**src/hw/gcn_weight_settings.svh**
```systemverilog
`ifndef GCN_WEIGHT_SETTINGS_SVH
`define GCN_WEIGHT_SETTINGS_SVH

// width of one weight or feature element
`define GCN_DATA_W 8

// matrix shape, rows double as the feature vector length
`define GCN_W_ROWS 8
`define GCN_W_COLS 4

// index widths for row, column and flat source address
`define GCN_ROW_W 3
`define GCN_COL_W 2
`define GCN_SRC_ADDR_W 5

// 8 products of two bytes need 19 bits, one spare
`define GCN_ACC_W 20

`endif
```
**src/hw/gcn_pkg.sv**
```systemverilog
`default_nettype none

`include "gcn_weight_settings.svh"

package gcn_pkg;

  // host write into the row-major source memory
  typedef struct packed {
    logic                       we;
    logic [`GCN_SRC_ADDR_W-1:0] addr;
    logic [`GCN_DATA_W-1:0]     data;
  } src_write_t;

  // loader write, shared by all banks
  // the bank enable travels as a separate one-hot vector
  typedef struct packed {
    logic [`GCN_ROW_W-1:0]  row;
    logic [`GCN_DATA_W-1:0] data;
  } bank_write_t;

  // one finished result row, one accumulator per column
  typedef logic [`GCN_W_COLS-1:0][`GCN_ACC_W-1:0] mac_result_t;

  // loader FSM
  typedef enum logic [1:0] {
    LOAD_IDLE  = 2'd0,
    LOAD_FETCH = 2'd1,
    LOAD_DONE  = 2'd2
  } load_state_t;

endpackage

`default_nettype wire

```
**src/hw/gcn_weight_stage.sv**
```systemverilog
`timescale 1ns/1ns
`default_nettype none

`include "gcn_weight_settings.svh"

module gcn_weight_stage
  import gcn_pkg::*;
(
  input  wire logic                   clk,
  input  wire logic                   rst_n,
  input  wire src_write_t             src_wr,
  input  wire logic                   load_en,
  input  wire logic                   reload,
  input  wire logic                   feat_valid,
  input  wire logic [`GCN_DATA_W-1:0] feat_data,
  output      logic                   weights_ready,
  output      logic                   result_valid,
  output      mac_result_t            result
);

  logic                                    src_rd_en;
  logic [`GCN_SRC_ADDR_W-1:0]              src_rd_addr;
  logic [`GCN_DATA_W-1:0]                  src_rd_data;
  bank_write_t                             bank_wr;
  logic [`GCN_W_COLS-1:0]                  bank_en;
  logic [`GCN_ROW_W-1:0]                   rd_row;
  logic [`GCN_W_COLS-1:0][`GCN_DATA_W-1:0] bank_data;

  weight_source_mem weight_source_mem_inst (
    .clk     (clk),
    .src_wr  (src_wr),
    .rd_en   (src_rd_en),
    .rd_addr (src_rd_addr),
    .rd_data (src_rd_data)
  );

  weight_loader weight_loader_inst (
    .clk           (clk),
    .rst_n         (rst_n),
    .load_en       (load_en),
    .reload        (reload),
    .src_rd_en     (src_rd_en),
    .src_rd_addr   (src_rd_addr),
    .src_rd_data   (src_rd_data),
    .bank_wr       (bank_wr),
    .bank_en       (bank_en),
    .weights_ready (weights_ready)
  );

  // one bank per matrix column, all read at the same row
  for (genvar c = 0; c < `GCN_W_COLS; c++) begin : gen_bank
    column_bank column_bank_inst (
      .clk     (clk),
      .wr_en   (bank_en[c]),
      .wr      (bank_wr),
      .rd_row  (rd_row),
      .rd_data (bank_data[c])
    );
  end

  feature_mac feature_mac_inst (
    .clk           (clk),
    .rst_n         (rst_n),
    .weights_ready (weights_ready),
    .feat_valid    (feat_valid),
    .feat_data     (feat_data),
    .rd_row        (rd_row),
    .bank_data     (bank_data),
    .result_valid  (result_valid),
    .result        (result)
  );

endmodule

`default_nettype wire

```
**src/hw/feature_mac.sv**
```systemverilog
`timescale 1ns/1ns
`default_nettype none

`include "gcn_weight_settings.svh"

module feature_mac
  import gcn_pkg::*;
(
  input  wire logic                                    clk,
  input  wire logic                                    rst_n,
  input  wire logic                                    weights_ready,
  input  wire logic                                    feat_valid,
  input  wire logic [`GCN_DATA_W-1:0]                  feat_data,
  output      logic [`GCN_ROW_W-1:0]                   rd_row,
  input  wire logic [`GCN_W_COLS-1:0][`GCN_DATA_W-1:0] bank_data,
  output      logic                                    result_valid,
  output      mac_result_t                             result
);

  localparam logic [`GCN_ROW_W-1:0] LAST_ELEM = `GCN_ROW_W'(`GCN_W_ROWS - 1);

  logic [`GCN_ROW_W-1:0] elem_cnt;
  mac_result_t           acc;
  mac_result_t           acc_next;
  logic                  accept;
  logic                  last_elem;

  // strobes before the matrix is loaded are dropped
  assign accept    = feat_valid && weights_ready;
  assign last_elem = (elem_cnt == LAST_ELEM);

  // element index selects the matrix row in every bank
  assign rd_row = elem_cnt;

  // one product per column, added in accumulator width
  always_comb begin
    for (int c = 0; c < `GCN_W_COLS; c++) begin
      acc_next[c] = acc[c] + feat_data * bank_data[c];
    end
  end

  always_ff @(posedge clk) begin
    if (!rst_n) begin
      elem_cnt     <= '0;
      acc          <= '0;
      result_valid <= 1'b0;
    end else begin
      result_valid <= accept && last_elem;
      if (accept) begin
        if (last_elem) begin
          // clear right away so the next vector can follow back to back
          elem_cnt <= '0;
          acc      <= '0;
        end else begin
          elem_cnt <= elem_cnt + 1'b1;
          acc      <= acc_next;
        end
      end
    end
  end

  // final sums include the last element's products
  always_ff @(posedge clk) begin
    if (accept && last_elem) begin
      result <= acc_next;
    end
  end

endmodule

`default_nettype wire

```
**src/hw/column_bank.sv**
```systemverilog
`timescale 1ns/1ns
`default_nettype none

`include "gcn_weight_settings.svh"

module column_bank
  import gcn_pkg::*;
(
  input  wire logic                   clk,
  input  wire logic                   wr_en,
  input  wire bank_write_t            wr,
  input  wire logic [`GCN_ROW_W-1:0]  rd_row,
  output      logic [`GCN_DATA_W-1:0] rd_data
);

  // one matrix column, indexed by row
  logic [`GCN_DATA_W-1:0] mem [0:`GCN_W_ROWS-1];

  // loader port
  always_ff @(posedge clk) begin
    if (wr_en) begin
      mem[wr.row] <= wr.data;
    end
  end

  // zero-latency read for the MAC
  assign rd_data = mem[rd_row];

endmodule

`default_nettype wire

```
**src/hw/weight_loader.sv**
```systemverilog
`timescale 1ns/1ns
`default_nettype none

`include "gcn_weight_settings.svh"

module weight_loader
  import gcn_pkg::*;
(
  input  wire logic                       clk,
  input  wire logic                       rst_n,
  input  wire logic                       load_en,
  input  wire logic                       reload,
  output      logic                       src_rd_en,
  output      logic [`GCN_SRC_ADDR_W-1:0] src_rd_addr,
  input  wire logic [`GCN_DATA_W-1:0]     src_rd_data,
  output      bank_write_t                bank_wr,
  output      logic [`GCN_W_COLS-1:0]     bank_en,
  output      logic                       weights_ready
);

  localparam logic [`GCN_SRC_ADDR_W-1:0] LAST_ADDR =
    `GCN_SRC_ADDR_W'(`GCN_W_ROWS * `GCN_W_COLS - 1);
  localparam logic [`GCN_ROW_W-1:0] LAST_ROW = `GCN_ROW_W'(`GCN_W_ROWS - 1);
  localparam logic [`GCN_COL_W-1:0] LAST_COL = `GCN_COL_W'(`GCN_W_COLS - 1);

  load_state_t                state;
  logic [`GCN_SRC_ADDR_W-1:0] fetch_addr;
  logic                       issued_all;
  logic                       rd_vld;
  logic [`GCN_ROW_W-1:0]      row_idx;
  logic [`GCN_COL_W-1:0]      col_idx;
  logic                       last_write;

  // one read per cycle while fetching and enabled, until the last address is out
  assign src_rd_en   = (state == LOAD_FETCH) && load_en && !issued_all;
  assign src_rd_addr = fetch_addr;

  // returned byte goes to bank col_idx at row row_idx
  assign bank_wr    = '{row: row_idx, data: src_rd_data};
  assign last_write = rd_vld && (row_idx == LAST_ROW) && (col_idx == LAST_COL);

  always_comb begin
    bank_en = '0;
    if (rd_vld) begin
      bank_en[col_idx] = 1'b1;
    end
  end

  // FSM and ready flag
  always_ff @(posedge clk) begin
    if (!rst_n || reload) begin
      state         <= LOAD_IDLE;
      weights_ready <= 1'b0;
    end else begin
      case (state)
        LOAD_IDLE: begin
          if (load_en) begin
            state <= LOAD_FETCH;
          end
        end
        LOAD_FETCH: begin
          if (last_write) begin
            state <= LOAD_DONE;
          end
        end
        default: begin
          state <= state;
        end
      endcase
      // rises one edge after LOAD_DONE is entered
      weights_ready <= (state == LOAD_DONE);
    end
  end

  // read side: fetch address and in-flight flag
  always_ff @(posedge clk) begin
    if (!rst_n || reload) begin
      fetch_addr <= '0;
      issued_all <= 1'b0;
      rd_vld     <= 1'b0;
    end else begin
      // delayed copy of the read enable, a read issued as load_en drops still lands
      rd_vld <= src_rd_en;
      if (src_rd_en) begin
        if (fetch_addr == LAST_ADDR) begin
          issued_all <= 1'b1;
        end else begin
          fetch_addr <= fetch_addr + 1'b1;
        end
      end
    end
  end

  // write side: column first, then row
  always_ff @(posedge clk) begin
    if (!rst_n || reload) begin
      row_idx <= '0;
      col_idx <= '0;
    end else if (rd_vld) begin
      if (col_idx == LAST_COL) begin
        col_idx <= '0;
        row_idx <= (row_idx == LAST_ROW) ? '0 : row_idx + 1'b1;
      end else begin
        col_idx <= col_idx + 1'b1;
      end
    end
  end

endmodule

`default_nettype wire

```
**src/hw/weight_source_mem.sv**
```systemverilog
`timescale 1ns/1ns
`default_nettype none

`include "gcn_weight_settings.svh"

module weight_source_mem
  import gcn_pkg::*;
(
  input  wire logic                       clk,
  input  wire src_write_t                 src_wr,
  input  wire logic                       rd_en,
  input  wire logic [`GCN_SRC_ADDR_W-1:0] rd_addr,
  output      logic [`GCN_DATA_W-1:0]     rd_data
);

  localparam int DEPTH = `GCN_W_ROWS * `GCN_W_COLS;

  // whole matrix, row-major, element (r, c) at r * W_COLS + c
  logic [`GCN_DATA_W-1:0] mem [0:DEPTH-1];

  // host port
  always_ff @(posedge clk) begin
    if (src_wr.we) begin
      mem[src_wr.addr] <= src_wr.data;
    end
  end

  // registered read port, data one cycle after the enable
  // a read of an address written on the same edge sees the old byte
  always_ff @(posedge clk) begin
    if (rd_en) begin
      rd_data <= mem[rd_addr];
    end
  end

endmodule

`default_nettype wire

```
**config.mk**
```make
export PLATFORM = sky130hd
export DESIGN_NAME = gcn_weight_stage
export DESIGN_NICKNAME = d
export VERILOG_FILES = /design/src/hw/gcn_pkg.sv /design/src/hw/gcn_weight_stage.sv /design/src/hw/feature_mac.sv /design/src/hw/column_bank.sv /design/src/hw/weight_loader.sv /design/src/hw/weight_source_mem.sv
export VERILOG_INCLUDE_DIRS = /design/src /design/src/hw
export SDC_FILE = /design/constraint.sdc
export NUM_CORES = 1
export LEC_CHECK = 0
export ABC_AREA = 0
export BUFFER_PORTS_ARGS = -buffer_cell sky130_fd_sc_hd__buf_2
export CAP_MARGIN = 20
export CORE_UTILIZATION = 25
export DETAILED_ROUTE_END_ITERATION = 16
export GPL_TIMING_DRIVEN = 0
export HOLD_SLACK_MARGIN = 0.08
export SYNTH_ARGS = -nofsm -noshare
export SYNTH_HDL_FRONTEND = slang
export SYNTH_SLANG_ARGS = --single-unit
```
**constraint.sdc**
```tcl
create_clock -name clk -period 5.39 [get_ports clk]
set_input_delay 0.8085 -clock clk [delete_from_list [all_inputs] [get_ports clk]]
set_output_delay 0.8085 -clock clk [all_outputs]
set_load 0.005 [all_outputs]
```
**Word-level counts from Yosys, hierarchy flattened**

Memory sizes are Yosys's and may differ from the RTL's. A register that Yosys moved wholly into a read port is not among the register bits.
Cells that the tools add are included.

- $add $sub $neg: 8
- Multiply operators: 4
- Divide/modulo/power cells: 0
- $lt $le $gt $ge: 2
- Equality and inequality tests: 8
- Shift operators: 0
- Multiplexer cells: 28
- Bitwise logic cells: 1
- Reduce and logical (&&, ||, !) cells: 16

Operator list:

| cell | count |
|---|---|
| $add 20x16->20 | 4 |
| $mux 80 | 1 |
| $mul 8x8->16 | 4 |
| $mux 3 | 10 |
| $mux 1 | 11 |
| $logic_and 1x1->1 | 7 |
| $add 3x1->3 const B | 2 |
| $eq 3x3->1 const B | 2 |
| $mux 2 | 3 |
| $reduce_and 2->1 | 3 |
| $add 5x1->5 const B | 1 |
| $eq 5x5->1 const B | 1 |
| $eq 2x2->1 const B | 2 |
| $mux 4 | 1 |
| $pmux 2 s2 | 1 |
| $lt 2x3->1 const B | 1 |
| $reduce_and 3->1 | 1 |
| $add 2x1->2 const B | 1 |
| $demux 1 s2 | 1 |
| $eq 2x1->1 const B | 1 |
| $ge 2x1->1 const B | 1 |
| $logic_not 1->1 | 2 |
| $logic_not 2->1 | 1 |
| $ne 2x1->1 const B | 1 |
| 4 further kinds | 4 |

- Register bits: 179
- Latch bits: 0
- Bits in writable memories: 512
- Memory bits (read-only): 0
- Output and inout port bits: 82
- Word-level logic and storage cells: 89
- Memories kept: 5

Memories:

| memory | words | bits a word | read ports | clocked after memory_dff | wr ports | line | RTL |
|---|---|---|---|---|---|---|---|
| weight_source_mem_inst.mem | 32 | 8 | 1 | 1 | 1 | weight_source_mem.sv:19 | `` logic [`GCN_DATA_W-1:0] mem [0:DEPTH-1]; `` |
| gen_bank[0].column_bank_inst.mem | 8 | 8 | 1 | 1 | 1 | column_bank.sv:17 | `` logic [`GCN_DATA_W-1:0] mem [0:`GCN_W_ROWS-1]; `` |
| gen_bank[1].column_bank_inst.mem | 8 | 8 | 1 | 1 | 1 | column_bank.sv:17 |  |
| gen_bank[2].column_bank_inst.mem | 8 | 8 | 1 | 1 | 1 | column_bank.sv:17 |  |
| gen_bank[3].column_bank_inst.mem | 8 | 8 | 1 | 1 | 1 | column_bank.sv:17 |  |

**Longest topological paths before layout**

Gate-level depths: netlist of run 1.

- Word-level depth: 7
- Mapped depth: 22
- Gate-level depth less buffers: 19

**Cells and area by module**

From an unflattened synthesis of run 1, not the netlist that was laid out.

- Cell total of the unflattened synthesis: 2679
- Area, all modules: 37384.6 sq um

Modules (own cells, without submodules):

| module | instances | cells each | area each (sq um) |
|---|---|---|---|
| feature_mac | 1 | 1752 | 16365.7 |
| weight_source_mem | 1 | 417 | 10133.5 |
| column_bank | 4 | 106 | 2531.2 |
| weight_loader | 1 | 86 | 760.7 |

**Least setup slack after synthesis of run 1**

OpenSTA, ideal clock, no wires.

- Kind: register to register
- Start point: reg with a tool-made name
- End point: reg feature_mac_inst.acc[58] (netlist bit)
- Arrival: 5.671 ns
- Data required time: 5.319 ns
- Path slack: -0.352 ns
- Stages on the path, launching flop included: 22
- Path buffers: 2
- Clock period less this slack: 5.742 ns
- Path through: dfxtp_1 -> buf_2 -> buf_2 -> mux4_2 -> mux2i_1 -> nor2b_1 -> fa_1 -> inv_1 -> fa_1 -> inv_1 -> fa_1 -> inv_1 -> fa_1 -> inv_1 -> ha_1 -> o211a_1 -> and3_1 -> a221oi_2 -> nand2b_1 -> a21oi_1 -> or3b_1 -> a21oi_1

RTL lines:

| what | line | RTL |
|---|---|---|
| end signal: assignment | feature_mac.sv:56 | `acc <= acc_next;` |
| end: declaration | feature_mac.sv:23 | `mac_result_t acc;` |

==> results of run 1 <==
## logic make-up after synthesis
group	count (synthesis)
flip-flops	702
AND/OR/NAND/NOR	567
buffers and inverters	490
adder cells (fa/ha/maj)	374
AO/OA/AOI/OAI	240
multiplexers	189
XOR/XNOR	61
## critical path: stages, from the launching register on
cell and delay, ns:
dfxtp_4 0.37, buf_12 0.16, buf_12 0.13, buf_12 0.10, mux4_2 0.55, mux2i_4 0.23
nor2b_2 0.08, fa_1 0.55, inv_2 0.04, fa_1 0.51, inv_2 0.04, fa_1 0.49
inv_2 0.04, fa_1 0.51, inv_2 0.05, ha_4 0.26, o21ai_1 0.06, o21a_2 0.24
o31ai_4 0.23, nand2_2 0.13, o41ai_4 0.25, buf_6 0.19, or3b_1 0.12, a31oi_1 0.09
## where the power goes
part,switching (mW),internal [mW]
clock network,2.14,3.01
registers,0.0101,5.95
logic,1.39,1.09
total,3.54,10.0
## timing repair
item | 4_1_cts | 5_1_grt
cloned | 5 | 0
pin swaps | 85 | 82
gates resized for setup | 245 | 142
setup endpoints to repair | 96 | 82
buffers inserted | 97 | 43
## area by class of cell
type                       count  share of cell area [%]
clock buffer                  95                    4.37
timing repair buffer         253                    4.33
sequential                   702                    44.0
clock inverter                32                   0.919
multi-input combinational   1431                    36.6
antenna                        1                 0.00549
buffer                        93                    1.28
inverter                     395                    3.25
tap                         1917                    5.26
## placed cells by master (no fill, tap or decap), types with 10 or more instances in the layout
cell	netlist	routed
nand3b_1	11	11
a22oi_1	28	27
xor2_1	19	14
and2_1	17	15
nor2b_1	154	130
nor2_1	165	160
mux2i_4	0	24
a21oi_1	71	49
clkbuf_16	0	76
xnor2_2	0	14
fa_1	200	179
edfxtp_1	600	600
nor3b_1	22	22
fa_2	0	21
ha_1	174	146
o21ai_1	6	11
a21o_1	14	14
nand2b_1	50	46
clkbuf_1	65	73
a22o_1	26	26
buf_1	13	10
a21oi_2	0	17
nor2b_2	0	19
buf_4	0	103
ha_4	0	24
mux4_2	144	144
buf_2	12	113
buf_6	5	37
dfxtp_1	102	101
buf_12	0	14
nand2_1	96	88
xnor2_1	42	25
inv_2	0	23
inv_1	395	372
## stage by stage
stage                     instances  power [mW]  utilization, %
final                          4919        13.6            31.2
after global routing           4918        14.1            31.2
after CTS                      4878        13.3            30.6
after detailed placement       4652        7.73            27.5
after global placement         4648        7.73            27.4
after floorplan                2623        7.25               -
## cells in the mapped netlist (4+ instances only)
cell type and n:
mux4_2 144, buf_6 5, a21o_1 14, a21oi_1 71
and3_1 5, edfxtp_1 600, nand3_1 9, o21ai_0 24
o21ai_1 6, a31oi_1 15, a22oi_1 28, or3b_1 4
xnor2_1 42, nand2b_1 50, nand3b_1 11, mux2_2 16
o21a_1 4, xor2_1 19, nor3b_1 22, or3_1 5
o21bai_1 6, nand4_1 7, buf_2 12, nor2_1 165
or3b_2 4, nand2_1 96, buf_1 13, nor3_1 12
inv_1 395, fa_1 200, a211oi_1 8, dfxtp_1 102
ha_1 174, o211ai_1 5, and2_1 17, clkbuf_1 65
mux2i_1 29, nor2b_1 154, a22o_1 26
## sequential cells by signal, summed over array words and instances, names as in the netlist, named ones only
register	flops
weight_loader_inst.row_idx	3
weight_loader_inst.issued_all	1
gen_bank.column_bank_inst.mem	256
weight_loader_inst.weights_ready	1
weight_loader_inst.col_idx	2
weight_source_mem_inst.rd_data	8
feature_mac_inst.result_valid	1
feature_mac_inst.result	80
weight_loader_inst.src_rd_addr	5
feature_mac_inst.rd_row	3
feature_mac_inst.acc	80
weight_source_mem_inst.mem	256
weight_loader_inst.rd_vld	1
weight_loader_inst.state	2
## worst max-delay path by stage
stage	start	depth (start not counted)	end
2_1_floorplan	flip-flop	21	feature_mac_inst.acc[58]
5_1_grt	flip-flop	20	feature_mac_inst.acc[59]
3_3_place_gp	flip-flop	21	feature_mac_inst.acc[79]
4_1_cts	flip-flop	22	feature_mac_inst.acc[38]
3_5_place_dp	flip-flop	21	feature_mac_inst.acc[79]
6_report	flip-flop	23	feature_mac_inst.acc[79]
## routing by layer
layer | vias up | track usage (%) | wire, µm
met4 | 4 | 3.58 | 2450
met1 | 11000 | 16.3 | 40800
li1 | 9885 | - | -
met5 | - | 0 | 17
met3 | 131 | 1.85 | 3900
met2 | 518 | 19.2 | 42200
==> flow_metrics.tcl, run 1 <==
set metrics [dict create \
    status "finished, violations left" \
    violations "negative setup slack" \
    critPathKind "flip-flop to flip-flop" \
    worstMarginPinSlew_ns 1.03 \
    ys_ff_latch 702 \
    fin_crit_ns 5.61 \
    port_buffers 108 \
    clock_path_buffers 3 \
    final.setup.tns_ns -4.19 \
    wl_per_cell_um 18.2 \
    max_freq_mhz 178 \
    p_leak_nw 16.8 \
    yosys_warnings 0 \
    fin_hold_ws_ns 0.474 \
    critPathLaunchType "flip-flop" \
    yosys.area_share.simple_pct 7.95 \
    maxCapViolCount 0 \
    grt_pass1_wl_um 137000 \
    ff2ff_setup_slack_ns -0.22 \
    min_path_cells 2 \
    cts_tree "built" \
    drc 0 \
    hold_path.class "flip-flop to flip-flop" \
    regArea_um2 20100 \
    finalHoldViolations 0 \
    min_from "weight_loader_inst.issued_all" \
    synthMuxAreaShare_pct 10.0 \
    rsz0062_at_grt "yes" \
    p_per_area_nw_per_um2 298 \
    vias_per_cell 4.38 \
    worst_setup_path_end_kind "flip-flop" \
    start_util_pct 25.3 \
    cts_hold_buffers 0 \
    yosysTopAreaCell "edfxtp_1" \
    fp.dieW_um 386 \
    syn_area_um2 37000 \
    rows 140 \
    clk_latency_ns 0.65 \
    synth-main-ff-cell "edfxtp_1" \
    clk_pin_slew_ns 0.06 \
    async_flop_share_pct 0 \
    routed_wl_um 89300 \
    placed_cell_area_um2 40200 \
    layout-drive-gt1-share_pct 26.5 \
    dieArea_um2 149000 \
    ys_types 66 \
    synth_edf_count 600 \
    dp_hpwl_um 62700 \
    netlist_top_cells_area "edfxtp_1 (49%), fa_1 (11%), mux4_2 (8.8%), ha_1 (5.9%), dfxtp_1 (5.5%)" \
    pre_cts_slack_ns -1.24 \
    grt_use_total_pct 11.9 \
    fin_ws_ns -0.221 \
    fin_crit_sh_pct 104 \
    core_region_area_um2 146000 \
    synthAdderAreaFrac_pct 16.7 \
    synthesis.nets 3024 \
    drt_iter0_markers 1460 \
    worstPathRequired_ns 5.87 \
    grt-ovfl-total 0 \
    arrival_ns 6.09 \
    drt-pass1-iter-count 5 \
    finalNetCount 3350 \
    synth_top_family_by_area "adder cells" \
    postSynthCellCount 2623 \
    cts_sinks 702 \
    cts_made_buffers 73 \
    multi_input_area_um2 16700 \
    r2r_end "feature_mac_inst.acc[79]" \
    setup_violations 47 \
    nFillCells 14500 \
    yosysTopAreaCellShare_pct 48.8 \
    antenna_found_initial 8 \
    ir_drop_uv 195 \
    synth_compound_area_share_pct 4.42 \
    rr_worst_depth 23 \
    grt_max_degree 42 \
    io_pins 109 \
    place_congestion 0.836 \
    synth_xor_area_share_pct 1.45 \
    syn_to_final_growth_pct 23.4 \
    clock_skew_ns 0.0268 \
    syn_area_per_cell_um2 14.1 \
    via_count 21600 \
    finalMaxSlewViolations 0 \
    ys_seq_area_share_pct 54.3 \
    slew_headroom_pct 31.3 \
    holdPathEnd "weight_loader_inst.issued_all" \
    crit_fanout 7 \
    ant_nets 0 \
    grt_pass1_vias 22300 \
    die_y_um 386 \
    cts_root_buffer "clkbuf_16" \
    htree_levels 3 \
    design_area_um2 45600 \
]
No activity file was read; power rests on OpenSTA's default activity.
==> inputs of run 2 (changes only) <==
- CORE_ASPECT_RATIO: default -> 0.5
==> flow_metrics.tcl, run 2 (same netlist as run 1, synthesis figures left out) <==
set metrics [dict create \
    grt_max_degree 48 \
    drt_iter0_markers 1721 \
    totalPowerFinal_mw 13.7 \
    worstPathRequired_ns 5.96 \
    arrival_ns 6.21 \
    cts_made_buffers 74 \
    pre_cts_slack_ns -1.30 \
    die_y_um 274 \
    vias_per_cell 4.39 \
    core_region_area_um2 146000 \
    start_util_pct 25.3 \
    dieArea_um2 149000 \
    grt_pass1_wl_um 140000 \
    drc 2 \
    finalMaxSlewViolations 0 \
    finalHoldViolations 0 \
    place_congestion 0.833 \
    htree_levels 3 \
    final_cell_mix "edfxtp_1 (600), inv_1 (373), fa_1 (185), nor2_1 (160)" \
    nFillCells 14300 \
    setup_violations 58 \
    stdcell_count 4984 \
    worstMarginPinSlew_ns 1.07 \
    grt-ovfl-total 0 \
    clock_path_buffers 3 \
    ir_drop_uv 227 \
    routed_wl_um 93500 \
    wl_per_cell_um 18.8 \
    dpl.cell_count 4703 \
    ant_nets 0 \
    port_buffers 108 \
    fin_hold_ws_ns 0.475 \
    fin_crit_ns 5.63 \
    layout-drive-gt1-share_pct 26.4 \
    hold_path.class "flip-flop to flip-flop" \
    status "finished, violations left" \
    final_common_cell "edfxtp_1" \
    drt-pass1-iter-count 11 \
    cts_root_buffer "clkbuf_16" \
    critPathKind "flip-flop to flip-flop" \
    max_freq_mhz 177 \
    cts_hold_buffers 0 \
    io_pins 109 \
    violations "design-rule violations, negative setup slack" \
    worst_setup_path_end_kind "flip-flop" \
    slew_headroom_pct 28.5 \
    syn_to_final_growth_pct 24.2 \
    clk_latency_ns 0.68 \
    fin_crit_sh_pct 105 \
    multi_input_area_um2 16800 \
    critPathLaunchType "flip-flop" \
    regArea_um2 20100 \
    fin_ws_ns -0.244 \
    clock_skew_ns 0.0390 \
    utilization_pct 31.4 \
    fp.dieW_um 546 \
    maxCapViolCount 0 \
    via_count 21900 \
    finalNetCount 3354 \
    antenna_found_initial 11 \
    crit_fanout 8 \
    p_per_area_nw_per_um2 299 \
    p_leak_nw 16.9 \
    top_regs "gen_bank.column_bank_inst.mem: 256 flops, weight_source_mem_inst.mem: 256 flops" \
    cts_sinks 702 \
    grt_use_total_pct 12.4 \
    grt_pass1_vias 23000 \
    clk_pin_slew_ns 0.06 \
    dp_hpwl_um 64600 \
    cts_tree "built" \
    rsz0062_at_grt "yes" \
    rows 99 \
]
==> run 2: changes by cell type in the layout (fill, tap and decap cells not counted), moves of 5 or more <==
cell	change
xnor2_1	-5
fa_1	+6
buf_4	-9
xnor2_2	+6
buf_12	+5
nor2b_1	+14
fa_2	-6
clkinv_1	+8
nor2b_2	-11
==> run 2: what timing repair did <==
item,CTS,global route
setup endpoints to repair,100,89
resized for setup,292,96
cloned,6,0
pin swaps,104,81
setup buffers,124,15
==> run 2: report_power, final <==
part | total [mW] | internal, mW | leakage, nW | switching, mW
clock network | 5.19 | 2.93 | 1.17 | 2.26
logic | 2.57 | 1.11 | 9.56 | 1.46
registers | 5.96 | 5.95 | 6.22 | 0.0109
total | 13.7 | 9.99 | 16.9 | 3.73
==> run 2: critical path, cell delays in order (launching register included) <==
cell      delay [ns]
dfxtp_4         0.40
buf_12          0.17
buf_12          0.15
mux4_2          0.55
mux2i_4         0.31
nand2b_1        0.18
fa_1            0.44
fa_1            0.49
inv_1           0.05
fa_1            0.48
inv_1           0.05
fa_1            0.49
inv_2           0.05
ha_4            0.30
nand3_2         0.11
o22ai_4         0.20
o41ai_4         0.10
buf_4           0.16
nor3_4          0.11
o221ai_2        0.12
buf_6           0.15
or3_1           0.34
a31oi_1         0.13
==> run 2: path summary, 6_finish.rpt <==
check | slack [ns] | startpoint | depth (start not counted) | end
max reg2reg | -0.24 | flip-flop | 22 | feature_mac_inst.acc[39]
max | -0.24 | flip-flop | 22 | feature_mac_inst.acc[39]
min | 0.47 | weight_loader_inst.issued_all | 2 | weight_loader_inst.issued_all
min reg2reg | 0.47 | weight_loader_inst.issued_all | 2 | weight_loader_inst.issued_all
==> run 2: layout make-up <==
cell class / instances / area share, %
sequential: 702 / 43.7
multi-input combinational: 1431 / 36.5
tap: 1969 / 5.37
timing repair buffer: 256 / 4.57
clock buffer: 93 / 4.30
inverter: 395 / 3.23
buffer: 93 / 1.28
clock inverter: 42 / 0.984
antenna: 3 / 0.0164
==> run 2: per-layer routing <==
layer,share of wire [%],GRT usage [%],up-vias
met1,43,15.8,11200
li1,-,-,9917
met2,48,21.1,550
met3,5.0,1.92,172
met4,3.8,4.91,10
met5,0.059,0,-
==> run 2: through the flow <==
stage	setup TNS, ns	instance area, µm²
detailed placement	-60.30	40200
global route	-17.57	45900
global placement	-55.37	40200
finish	-7.03	45900
CTS	-5.89	45300
floorplan	-0.0286	37200
